$ cat config.mk
export PLATFORM = sky130hd
export DESIGN_NAME = cpu_core
export DESIGN_NICKNAME = d
export VERILOG_FILES = /design/src/logic/isa_pkg.sv /design/src/logic/bus_pkg.sv /design/src/logic/fetch_unit.sv /design/src/logic/decode_unit.sv /design/src/logic/register_file.sv /design/src/logic/execute_unit.sv /design/src/logic/memory_unit.sv /design/src/logic/cpu_core.sv
export SDC_FILE = /design/constraint.sdc
export NUM_CORES = 2
export LEC_CHECK = 0
export BUFFER_PORTS_ARGS = -buffer_cell sky130_fd_sc_hd__buf_2
export CORE_MARGIN = 4
export CORE_UTILIZATION = 58
export CTS_BUF_LIST = sky130_fd_sc_hd__clkbuf_4 sky130_fd_sc_hd__clkbuf_8
export CTS_CLUSTER_DIAMETER = 200
export DETAILED_ROUTE_END_ITERATION = 12
export PLACE_DENSITY = 0.79
export SETUP_SLACK_MARGIN = 0.3
export SLEW_MARGIN = 20
export SYNTH_ARGS = -nofsm -noshare
export SYNTH_HDL_FRONTEND = slang
export SYNTH_SLANG_ARGS = --single-unit
$ cat constraint.sdc
create_clock -name clock -period 8.2 [get_ports clock]
set_input_delay 0.41 -clock clock [delete_from_list [all_inputs] [get_ports clock]]
set_output_delay 0.41 -clock clock [all_outputs]
set_load 0.01 [all_outputs]
$ cat src/logic/isa_pkg.sv
`default_nettype none

package isa_pkg;

	//////////////////////////////////////////////////////////////////////
	// Operation classes carried down the pipeline.
	//////////////////////////////////////////////////////////////////////
	typedef enum logic [3:0] {
		cls_alu_reg,
		cls_alu_imm,
		cls_lui,
		cls_load,
		cls_store,
		cls_branch,
		cls_jal,
		cls_halt,
		cls_bubble
	} op_class_t;

	typedef enum logic [2:0] {
		alu_add,
		alu_sub,
		alu_and,
		alu_or,
		alu_xor,
		alu_slt
	} alu_op_t;

	// RV32E has sixteen registers.
	localparam int reg_addr_w = 4;
	localparam int reg_count  = 16;

	localparam logic [6:0] opc_op     = 7'b0110011;
	localparam logic [6:0] opc_op_imm = 7'b0010011;
	localparam logic [6:0] opc_lui    = 7'b0110111;
	localparam logic [6:0] opc_load   = 7'b0000011;
	localparam logic [6:0] opc_store  = 7'b0100011;
	localparam logic [6:0] opc_branch = 7'b1100011;
	localparam logic [6:0] opc_jal    = 7'b1101111;
	localparam logic [6:0] opc_system = 7'b1110011;

	localparam logic [2:0] f3_add = 3'b000;
	localparam logic [2:0] f3_slt = 3'b010;
	localparam logic [2:0] f3_xor = 3'b100;
	localparam logic [2:0] f3_or  = 3'b110;
	localparam logic [2:0] f3_and = 3'b111;

	localparam logic [31:0] inst_ebreak = 32'h00100073;

endpackage

`default_nettype wire

$ cat src/logic/bus_pkg.sv
`default_nettype none

package bus_pkg;

	// Shared by the instruction and data buses.
	localparam int xlen = 32;

	localparam logic [xlen-1:0] reset_pc   = '0;
	localparam logic [xlen-1:0] inst_bytes = 4;

	// Word-only accesses.
	localparam logic [3:0] word_strobe = 4'b1111;

endpackage

`default_nettype wire

$ cat src/logic/fetch_unit.sv
`timescale 1ns/1ns
`default_nettype none

module fetch_unit (
	input  logic                     clock,
	input  logic                     reset,
	input  logic                     redirect_valid,
	input  logic [bus_pkg::xlen-1:0] redirect_pc,
	input  logic                     halted,
	output logic                     imem_req,
	output logic [bus_pkg::xlen-1:0] imem_addr,
	input  logic                     imem_rvalid,
	input  logic [bus_pkg::xlen-1:0] imem_rdata,
	output logic                     fd_valid,
	output logic [bus_pkg::xlen-1:0] fd_pc,
	output logic [31:0]              fd_inst,
	input  logic                     fd_ready
);
	import bus_pkg::*;

	logic [xlen-1:0] pc;
	logic            pending;
	logic            discard;
	logic            in_flight;

	assign imem_addr = pc;

	// A request still out after this edge.
	assign in_flight = (pending | imem_req) & ~imem_rvalid;

	always_ff @(posedge clock) begin
		if (reset) begin
			pc       <= reset_pc;
			pending  <= 1'b0;
			discard  <= 1'b0;
			imem_req <= 1'b0;
			fd_valid <= 1'b0;
		end else if (redirect_valid) begin
			pc       <= redirect_pc;
			fd_valid <= 1'b0;
			pending  <= in_flight;
			discard  <= in_flight;
			imem_req <= ~in_flight & ~halted;
		end else begin
			imem_req <= 1'b0;
			if (imem_req)
				pending <= 1'b1;
			if (fd_valid && fd_ready)
				fd_valid <= 1'b0;
			if (imem_rvalid) begin
				pending <= 1'b0;
				if (discard) begin
					discard <= 1'b0;
				end else begin
					fd_valid <= 1'b1;
					fd_pc    <= pc;
					fd_inst  <= imem_rdata;
					pc       <= pc + inst_bytes;
				end
			end
			// Next sequential fetch once the slot frees up.
			if (!halted && !pending && !imem_req && (!fd_valid || fd_ready))
				imem_req <= 1'b1;
		end
	end

	imem_response_pending: assert property (
		@(posedge clock) disable iff (reset) imem_rvalid |-> pending
	) else $error("imem_rvalid without a pending request");

endmodule

`default_nettype wire

$ cat src/logic/decode_unit.sv
`timescale 1ns/1ns
`default_nettype none

module decode_unit (
	input  logic                           clock,
	input  logic                           reset,
	input  logic                           fd_valid,
	input  logic [bus_pkg::xlen-1:0]       fd_pc,
	input  logic [31:0]                    fd_inst,
	output logic                           fd_ready,
	output logic [isa_pkg::reg_addr_w-1:0] rs1,
	output logic [isa_pkg::reg_addr_w-1:0] rs2,
	input  logic [bus_pkg::xlen-1:0]       rs1_val,
	input  logic [bus_pkg::xlen-1:0]       rs2_val,
	input  logic                           em_valid,
	input  logic [isa_pkg::reg_addr_w-1:0] em_rd,
	input  logic                           em_reg_we,
	input  logic                           redirect_valid,
	output logic                           de_valid,
	output logic [bus_pkg::xlen-1:0]       de_pc,
	output isa_pkg::op_class_t             de_class,
	output isa_pkg::alu_op_t               de_alu_op,
	output logic [isa_pkg::reg_addr_w-1:0] de_rd,
	output logic                           de_reg_we,
	output logic [bus_pkg::xlen-1:0]       de_src1,
	output logic [bus_pkg::xlen-1:0]       de_src2,
	output logic [bus_pkg::xlen-1:0]       de_imm,
	output logic                           de_branch_ne,
	input  logic                           de_ready
);
	import isa_pkg::*;
	import bus_pkg::*;

	logic [6:0]            opcode;
	logic [2:0]            funct3;
	logic [reg_addr_w-1:0] rd;
	op_class_t             op_class;
	alu_op_t               alu_op;
	logic [xlen-1:0]       imm;
	logic                  uses_rs1;
	logic                  uses_rs2;
	logic                  reg_we;
	logic                  hazard;
	logic                  halt_issued;

	assign opcode = fd_inst[6:0];
	assign funct3 = fd_inst[14:12];
	assign rd     = fd_inst[10:7];
	assign rs1    = fd_inst[18:15];
	assign rs2    = fd_inst[23:20];

	always_comb begin
		op_class = cls_bubble;
		alu_op   = alu_add;
		imm      = {{20{fd_inst[31]}}, fd_inst[31:20]};
		case (opcode)
			opc_op:     op_class = cls_alu_reg;
			opc_op_imm: op_class = cls_alu_imm;
			opc_load:   op_class = cls_load;
			opc_lui: begin
				op_class = cls_lui;
				imm      = {fd_inst[31:12], 12'b0};
			end
			opc_store: begin
				op_class = cls_store;
				imm      = {{20{fd_inst[31]}}, fd_inst[31:25], fd_inst[11:7]};
			end
			opc_branch: begin
				op_class = cls_branch;
				imm = {{19{fd_inst[31]}}, fd_inst[31], fd_inst[7], fd_inst[30:25],
					fd_inst[11:8], 1'b0};
			end
			opc_jal: begin
				op_class = cls_jal;
				imm = {{11{fd_inst[31]}}, fd_inst[31], fd_inst[19:12], fd_inst[20],
					fd_inst[30:21], 1'b0};
			end
			opc_system: begin
				if (fd_inst == inst_ebreak)
					op_class = cls_halt;
			end
			default: op_class = cls_bubble;
		endcase
		if (op_class == cls_alu_reg || op_class == cls_alu_imm) begin
			case (funct3)
				f3_add: begin
					if (op_class == cls_alu_reg && fd_inst[30])
						alu_op = alu_sub;
				end
				f3_slt: alu_op = alu_slt;
				f3_xor: alu_op = alu_xor;
				f3_or:  alu_op = alu_or;
				f3_and: alu_op = alu_and;
				default: alu_op = alu_add;
			endcase
		end
	end

	assign uses_rs1 = op_class inside {cls_alu_reg, cls_alu_imm, cls_load, cls_store,
		cls_branch};
	assign uses_rs2 = op_class inside {cls_alu_reg, cls_store, cls_branch};
	// Writes to x0 are dropped here, so x0 never causes a stall.
	assign reg_we = (op_class inside {cls_alu_reg, cls_alu_imm, cls_lui, cls_load, cls_jal})
		&& rd != '0;

	// No bypassing, so wait until producers have left decode and execute.
	assign hazard =
		(uses_rs1 && ((de_valid && de_reg_we && de_rd == rs1) ||
			(em_valid && em_reg_we && em_rd == rs1))) ||
		(uses_rs2 && ((de_valid && de_reg_we && de_rd == rs2) ||
			(em_valid && em_reg_we && em_rd == rs2)));

	assign fd_ready = (!de_valid || de_ready) && !hazard && !halt_issued;

	always_ff @(posedge clock) begin
		if (reset) begin
			de_valid    <= 1'b0;
			halt_issued <= 1'b0;
		end else if (redirect_valid) begin
			de_valid <= 1'b0;
		end else begin
			if (de_valid && de_ready)
				de_valid <= 1'b0;
			if (fd_valid && fd_ready) begin
				de_valid     <= 1'b1;
				de_pc        <= fd_pc;
				de_class     <= op_class;
				de_alu_op    <= alu_op;
				de_rd        <= rd;
				de_reg_we    <= reg_we;
				de_src1      <= rs1_val;
				de_src2      <= rs2_val;
				de_imm       <= imm;
				de_branch_ne <= funct3[0];
				if (op_class == cls_halt)
					halt_issued <= 1'b1;
			end
		end
	end

	no_issue_after_ebreak: assert property (
		@(posedge clock) disable iff (reset) halt_issued |=> !$rose(de_valid)
	) else $error("decode issued after EBREAK");

endmodule

`default_nettype wire

$ cat src/logic/register_file.sv
`timescale 1ns/1ns
`default_nettype none

module register_file (
	input  logic                           clock,
	input  logic                           reset,
	input  logic [isa_pkg::reg_addr_w-1:0] rs1,
	input  logic [isa_pkg::reg_addr_w-1:0] rs2,
	output logic [bus_pkg::xlen-1:0]       rs1_val,
	output logic [bus_pkg::xlen-1:0]       rs2_val,
	input  logic                           wb_we,
	input  logic [isa_pkg::reg_addr_w-1:0] wb_rd,
	input  logic [bus_pkg::xlen-1:0]       wb_data
);
	import isa_pkg::*;
	import bus_pkg::*;

	logic [xlen-1:0] regs [reg_count];

	always_ff @(posedge clock) begin
		if (reset) begin
			for (int i = 0; i < reg_count; i++)
				regs[i] <= '0;
		end else if (wb_we && wb_rd != '0) begin
			regs[wb_rd] <= wb_data;
		end
	end

	// Same-cycle writes show through to the reads.
	assign rs1_val = (rs1 == '0) ? '0 : (wb_we && wb_rd == rs1) ? wb_data : regs[rs1];
	assign rs2_val = (rs2 == '0) ? '0 : (wb_we && wb_rd == rs2) ? wb_data : regs[rs2];

endmodule

`default_nettype wire

$ cat src/logic/execute_unit.sv
`timescale 1ns/1ns
`default_nettype none

module execute_unit (
	input  logic                           clock,
	input  logic                           reset,
	input  logic                           de_valid,
	input  logic [bus_pkg::xlen-1:0]       de_pc,
	input  isa_pkg::op_class_t             de_class,
	input  isa_pkg::alu_op_t               de_alu_op,
	input  logic [isa_pkg::reg_addr_w-1:0] de_rd,
	input  logic                           de_reg_we,
	input  logic [bus_pkg::xlen-1:0]       de_src1,
	input  logic [bus_pkg::xlen-1:0]       de_src2,
	input  logic [bus_pkg::xlen-1:0]       de_imm,
	input  logic                           de_branch_ne,
	output logic                           de_ready,
	output logic                           em_valid,
	output logic [bus_pkg::xlen-1:0]       em_pc,
	output isa_pkg::op_class_t             em_class,
	output logic [isa_pkg::reg_addr_w-1:0] em_rd,
	output logic                           em_reg_we,
	output logic [bus_pkg::xlen-1:0]       em_result,
	output logic [bus_pkg::xlen-1:0]       em_store_data,
	input  logic                           em_ready,
	output logic                           redirect_valid,
	output logic [bus_pkg::xlen-1:0]       redirect_pc
);
	import isa_pkg::*;
	import bus_pkg::*;

	logic [xlen-1:0] operand_b;
	logic [xlen-1:0] alu_out;
	logic [xlen-1:0] result;
	logic            taken;

	assign operand_b = (de_class == cls_alu_reg || de_class == cls_branch) ? de_src2 : de_imm;

	always_comb begin
		case (de_alu_op)
			alu_sub: alu_out = de_src1 - operand_b;
			alu_and: alu_out = de_src1 & operand_b;
			alu_or:  alu_out = de_src1 | operand_b;
			alu_xor: alu_out = de_src1 ^ operand_b;
			alu_slt: alu_out = {{(xlen-1){1'b0}}, $signed(de_src1) < $signed(operand_b)};
			default: alu_out = de_src1 + operand_b;
		endcase
	end

	always_comb begin
		case (de_class)
			cls_lui:             result = de_imm;
			cls_jal:             result = de_pc + inst_bytes;
			cls_load, cls_store: result = de_src1 + de_imm;
			default:             result = alu_out;
		endcase
	end

	//////////////////////////////////////////////////////////////////////
	// Branch resolution. Fetch runs not-taken, so only taken flows redirect.
	//////////////////////////////////////////////////////////////////////
	assign taken = (de_class == cls_jal) ||
		(de_class == cls_branch && ((de_src1 == de_src2) != de_branch_ne));

	assign de_ready       = !em_valid || em_ready;
	assign redirect_valid = de_valid && de_ready && taken;
	assign redirect_pc    = de_pc + de_imm;

	always_ff @(posedge clock) begin
		if (reset) begin
			em_valid <= 1'b0;
		end else begin
			if (em_valid && em_ready)
				em_valid <= 1'b0;
			if (de_valid && de_ready) begin
				em_valid      <= 1'b1;
				em_pc         <= de_pc;
				em_class      <= de_class;
				em_rd         <= de_rd;
				em_reg_we     <= de_reg_we;
				em_result     <= result;
				em_store_data <= de_src2;
			end
		end
	end

endmodule

`default_nettype wire

$ cat src/logic/memory_unit.sv
`timescale 1ns/1ns
`default_nettype none

module memory_unit (
	input  logic                           clock,
	input  logic                           reset,
	input  logic                           em_valid,
	input  logic [bus_pkg::xlen-1:0]       em_pc,
	input  isa_pkg::op_class_t             em_class,
	input  logic [isa_pkg::reg_addr_w-1:0] em_rd,
	input  logic                           em_reg_we,
	input  logic [bus_pkg::xlen-1:0]       em_result,
	input  logic [bus_pkg::xlen-1:0]       em_store_data,
	output logic                           em_ready,
	output logic                           dmem_req,
	output logic                           dmem_we,
	output logic [bus_pkg::xlen-1:0]       dmem_addr,
	output logic [bus_pkg::xlen-1:0]       dmem_wdata,
	output logic [3:0]                     dmem_wstrb,
	input  logic                           dmem_rvalid,
	input  logic [bus_pkg::xlen-1:0]       dmem_rdata,
	output logic                           wb_we,
	output logic [isa_pkg::reg_addr_w-1:0] wb_rd,
	output logic [bus_pkg::xlen-1:0]       wb_data,
	output logic                           retire_valid,
	output logic [bus_pkg::xlen-1:0]       retire_pc,
	output logic                           retire_we,
	output logic [isa_pkg::reg_addr_w-1:0] retire_rd,
	output logic [bus_pkg::xlen-1:0]       retire_data,
	output logic                           halted
);
	import isa_pkg::*;
	import bus_pkg::*;

	logic mem_op;
	logic started;
	logic pending;

	// A load stays on the em link until its data is back, which keeps it
	// visible to the decode interlock.
	assign mem_op   = em_valid && (em_class == cls_load || em_class == cls_store);
	assign em_ready = !mem_op || dmem_rvalid;

	assign dmem_wstrb = word_strobe;

	assign wb_we   = retire_valid && retire_we;
	assign wb_rd   = retire_rd;
	assign wb_data = retire_data;

	always_ff @(posedge clock) begin
		if (reset) begin
			dmem_req     <= 1'b0;
			started      <= 1'b0;
			pending      <= 1'b0;
			retire_valid <= 1'b0;
			halted       <= 1'b0;
		end else begin
			dmem_req     <= 1'b0;
			retire_valid <= 1'b0;
			if (mem_op && !started) begin
				dmem_req   <= 1'b1;
				dmem_we    <= (em_class == cls_store);
				dmem_addr  <= em_result;
				dmem_wdata <= em_store_data;
				started    <= 1'b1;
				pending    <= 1'b1;
			end
			if (dmem_rvalid)
				pending <= 1'b0;
			if (em_valid && em_ready) begin
				started      <= 1'b0;
				retire_valid <= 1'b1;
				retire_pc    <= em_pc;
				retire_we    <= em_reg_we;
				retire_rd    <= em_rd;
				retire_data  <= (em_class == cls_load) ? dmem_rdata : em_result;
				if (em_class == cls_halt)
					halted <= 1'b1;
			end
		end
	end

	dmem_response_pending: assert property (
		@(posedge clock) disable iff (reset) dmem_rvalid |-> pending
	) else $error("dmem_rvalid without a pending access");

endmodule

`default_nettype wire

$ cat src/logic/cpu_core.sv
`timescale 1ns/1ns
`default_nettype none

module cpu_core (
	input  logic                           clock,
	input  logic                           reset,
	output logic                           imem_req,
	output logic [bus_pkg::xlen-1:0]       imem_addr,
	input  logic                           imem_rvalid,
	input  logic [bus_pkg::xlen-1:0]       imem_rdata,
	output logic                           dmem_req,
	output logic                           dmem_we,
	output logic [bus_pkg::xlen-1:0]       dmem_addr,
	output logic [bus_pkg::xlen-1:0]       dmem_wdata,
	output logic [3:0]                     dmem_wstrb,
	input  logic                           dmem_rvalid,
	input  logic [bus_pkg::xlen-1:0]       dmem_rdata,
	output logic                           retire_valid,
	output logic [bus_pkg::xlen-1:0]       retire_pc,
	output logic                           retire_we,
	output logic [isa_pkg::reg_addr_w-1:0] retire_rd,
	output logic [bus_pkg::xlen-1:0]       retire_data,
	output logic                           halted
);
	import isa_pkg::*;
	import bus_pkg::*;

	logic                  redirect_valid;
	logic [xlen-1:0]       redirect_pc;
	logic                  fd_valid, fd_ready;
	logic [xlen-1:0]       fd_pc;
	logic [31:0]           fd_inst;
	logic [reg_addr_w-1:0] rs1, rs2;
	logic [xlen-1:0]       rs1_val, rs2_val;
	logic                  de_valid, de_ready, de_reg_we, de_branch_ne;
	logic [xlen-1:0]       de_pc, de_src1, de_src2, de_imm;
	op_class_t             de_class;
	alu_op_t               de_alu_op;
	logic [reg_addr_w-1:0] de_rd;
	logic                  em_valid, em_ready, em_reg_we;
	logic [xlen-1:0]       em_pc, em_result, em_store_data;
	op_class_t             em_class;
	logic [reg_addr_w-1:0] em_rd;
	logic                  wb_we;
	logic [reg_addr_w-1:0] wb_rd;
	logic [xlen-1:0]       wb_data;

	fetch_unit fetch_unit_inst (.*);

	decode_unit decode_unit_inst (.*);

	register_file register_file_inst (.*);

	execute_unit execute_unit_inst (.*);

	memory_unit memory_unit_inst (.*);

endmodule

`default_nettype wire

==> run_results.csv <==
group,metric,value,unit
sta,fin_setup_tns,0,ns
critical_path,r2r_start,"decode_unit_inst.de_class[2]$_DFFE_PP_",
sta,post-route-period-util,67.5,%
placed_design,port_buffers,237,
cts,post_cts_buffers,0,
power_and_ir_drop,p_seq_share,51.2,%
hold_path,hold_depth,2,
critical_path,reg2reg_slack,2.66,ns
die,placementRows,112,
die,die_height,315,µm
routing,vias_per_cell,6.65,
grt,grt_max_degree,135,
cts,cts_tree,"yes",
cts,cts_max_level,4,
synth,ys.flop_type,"edfxtp_1",
placed_design,dp_cells,5410,
flow_run,drv_cap,0,
sta,final_hold_viol_count,0,
cells_and_area,nets,4620,
sta,slew_viol_final,0,
synth,syn_avg_cell_area,13.4,µm²
synth,async_flop_share,0,%
cts,root_buffer,"clkbuf_8",
synth,ys_seq_area_share,54.1,%
cells_and_area,stdcell_count,5785,
hold_path,hold_path.startpoint,"imem_rdata[23]",
critical_path,cpMaxStageDelayCell,"or3_1",
synth,synth_common_cells,"956 x edfxtp_1, 489 x and2_1, 320 x mux4_2, 261 x nor2_1, 201 x clkbuf_1",
critical_path,cp-start-kind,"register",
critical_path,rr_worst_depth,16,
routing,drt-total-wl,175,mm
hold_path,whs_endpoint,"fetch_unit_inst.fd_inst[23]$_DFFE_PP_",
power_and_ir_drop,ir_worst_vdd,0.000142,V
routing,num_vias,38400,
sta,finalWorstSetupSlack,2.66,ns
die,ios,242,
cts,insertion_delay,0.89,ns
cells_and_area,final_area,61300,µm²
placed_design,hpwlAfterDp,113,mm
placed_design,place_area,57300,µm²
synth,synth-seq-cells,999,
power_and_ir_drop,comb_power_share,9.6,%
sta,finalSetupViolCount,0,
die,dieArea,99300,µm²
synth,synth_top_area_share,52.5,%
critical_path,slowest_delay,0.49,ns
synth,netlist_top_cells_area,"edfxtp_1 52%, mux4_2 13%, and2_1 5.6%, ha_1 3.7%, nor2_1 1.8%",
cts,clk_path_buf_depth,3,
power_and_ir_drop,leakage,22.5,nW
grt,grt_overflow_total,0,
sta,fmax,0.181,GHz
power_and_ir_drop,p_int,8.55,mW
critical_path,r2r-end,"execute_unit_inst.em_result[30]$_DFFE_PP_",
cts,clkSinkCount,999,
critical_path,cp_max_fo,66,
synth,synth_cell_type_count,105,
grt,antenna_found_initial,11,
cells_and_area,drive_gt1_share,22.4,%
placed_design,dp_worst_setup_slack,2.81,ns
synth,yosysMostFrequentCell,"edfxtp_1",
power_and_ir_drop,total_power,11.4,mW
cells_and_area,fin_util,65.6,%
sta,min_period,5.54,ns
critical_path,arrival,6.13,ns
grt,grt_pass1_vias,37700,
run_status,status,"completed",
synth,synth_edf_count,956,
grt,grt_usage,35.1,%
sta,grt_setup_unrepaired,"no",
critical_path,end_kind,"register",
power_and_ir_drop,power.switching,2.90,mW
routing,drtAntennaViolNets,0,
synth,synth_area_leader_cell,"edfxtp_1",
power_and_ir_drop,power_switching_share,25.4,%
hold_path,holdCritPathClass,"in2reg",
sta,skew,0.0630,ns
power_and_ir_drop,power_density,187,nW/µm²
die,core,93500,µm²
routing,drtIter0Drc,5438,
critical_path,timing_worst_setup_path_type,"reg2reg",
die,start_util,58.5,%
synth,syn_inst,4084,
critical_path,crit_top_cell,"buf_4",
critical_path,cp_cell_sequence,"buf_4 > xor2_1 > or3_1 > buf_4 > mux2_2 > ha_1 > fa_1 > a211oi_1 > o21a_2 > o31a_1 > o211ai_1 > a21oi_1 > o31ai_2 > a2111oi_2 > mux2i_1 > o21ai_1",
placed_design,gp_congestion,1.01,
cells_and_area,area_delta_synth_final,12.1,%
critical_path,crit_required,8.79,ns
synth,synth.cell_area,54700,µm²
die,die_w,315,µm
sta,slew_headroom,23.3,%
routing,drc,0,
routing,drt-wirelength-per-cell,30.3,µm
power_and_ir_drop,p_clk_share,39.2,%
cts,cts_made_buffers,163,
routing,dr.pass1.iters,6,
cts,path_clk_slew,0.06,ns
grt,grt_pass1_wl,253,mm
sta,tightest_slew,1.15,ns
sta,hold_ws,0.237,ns
synth,ys.warnings.count,0,
## final cells by class
class	instances	area, µm²
tap	1254	1570
clock inverter	78	589
timing repair buffer	382	2490
inverter	119	448
antenna	10	25.0
fill	6668	32200
sequential	999	29600
clock buffer	220	2720
multi-input combinational	2723	23900
## repair_timing
action | CTS | global route
hold endpoints to repair | 73 | 0
setup endpoints to repair | 0 | 0
resized for setup | 0 | 0
hold buffers | 67 | 0
## metal layers
layer  routed length [µm]  track usage, %
met1                63200            45.2
met2                82200            55.3
met3                19600            8.69
met4                10100            18.4
met5                  194            1.24
## sequential cells by signal, indices dropped and copies added (netlist names), 3 cells and up
signal	count
decode_unit_inst.de_imm	32
execute_unit_inst.em_store_data	32
decode_unit_inst.de_src2	32
memory_unit_inst.retire_pc	32
fetch_unit_inst.fd_inst	32
decode_unit_inst.de_rd	4
decode_unit_inst.de_class	4
execute_unit_inst.em_class	4
decode_unit_inst.de_src1	32
memory_unit_inst.dmem_addr	32
execute_unit_inst.em_result	32
execute_unit_inst.em_rd	4
memory_unit_inst.dmem_wdata	32
register_file_inst.regs	512
decode_unit_inst.de_alu_op	3
fetch_unit_inst.imem_addr	32
memory_unit_inst.retire_data	32
decode_unit_inst.de_pc	32
memory_unit_inst.retire_rd	4
fetch_unit_inst.fd_pc	32
execute_unit_inst.em_pc	32
## cells by family (layout without fill, tap and decap cells)
kind of cell / Yosys count / count (layout) / share of synthesized area, %
other: 2 / 46 / 0.0137
muxes: 462 / 462 / 15.9
buffers and inverters: 396 / 799 / 2.92
adders and majority gates: 164 / 164 / 3.81
xor gates and xnor gates: 194 / 194 / 3.11
DFF: 999 / 999 / 54.1
and+or+nand+nor: 1204 / 1204 / 11.8
AOI/OAI and AO/OA: 663 / 663 / 8.33
## placed cells by master (no fill, tap or decap), drive strengths merged, types with 10 or more instances in the layout
cell,count
edfxtp,956
and2,489
mux4,320
buf,315
nor2,262
clkbuf,220
ha,160
a21oi,156
nand2,148
inv,127
o21ai,123
xor2,101
xnor2,93
mux2i,75
a21o,70
dlygate4sd3,67
mux2,67
clkinv,64
nand3,63
nor3,54
a211oi,49
dfxtp,43
o211ai,42
conb,36
nand4,35
nor4,32
nand2b,25
o21bai,25
a31oi,24
o221ai,23
nor2b,22
and3,22
o21a,17
o31ai,15
a221o,14
or3,11
a221oi,11
a21boi,11
diode,10
or2,10
## worst max-delay path by stage
stage                                             from                                        end  slack [ns]  depth (start not counted)
2_1_floorplan  execute_unit_inst.em_class[0]$_DFFE_PP_  memory_unit_inst.retire_data[0]$_DFFE_PP_        2.11                          4
3_3_place_gp    decode_unit_inst.de_class[2]$_DFFE_PP_  execute_unit_inst.em_result[30]$_DFFE_PP_        2.89                         16
3_5_place_dp    decode_unit_inst.de_class[2]$_DFFE_PP_  execute_unit_inst.em_result[30]$_DFFE_PP_        2.81                         16
4_1_cts         decode_unit_inst.de_class[2]$_DFFE_PP_  execute_unit_inst.em_result[30]$_DFFE_PP_        2.76                         16
5_1_grt         decode_unit_inst.de_class[2]$_DFFE_PP_   execute_unit_inst.em_result[0]$_DFFE_PP_        2.39                         16
6_report        decode_unit_inst.de_class[2]$_DFFE_PP_  execute_unit_inst.em_result[30]$_DFFE_PP_        2.66                         16
## power groups by stage
stage / registers (mW) / logic (mW) / clock network (mW)
3_5_place_dp: 5.96 / 1.05 / 0
2_1_floorplan: 5.91 / 0.747 / 0
4_1_cts: 5.86 / 1.08 / 4.49
6_report: 5.86 / 1.10 / 4.49
3_3_place_gp: 5.95 / 1.04 / 0
5_1_grt: 5.87 / 1.16 / 4.76
## critical path: cells and delay by family (launching register included)
kind	cells	cell delay (ns)
muxes	2	0.66
DFF	1	0.32
xor gates and xnor gates	1	0.17
and+or+nand+nor	1	0.49
adders and majority gates	2	0.75
buffers and inverters	2	0.92
AOI/OAI and AO/OA	8	1.91
Note: power is estimated with default switching activity, not from simulation.
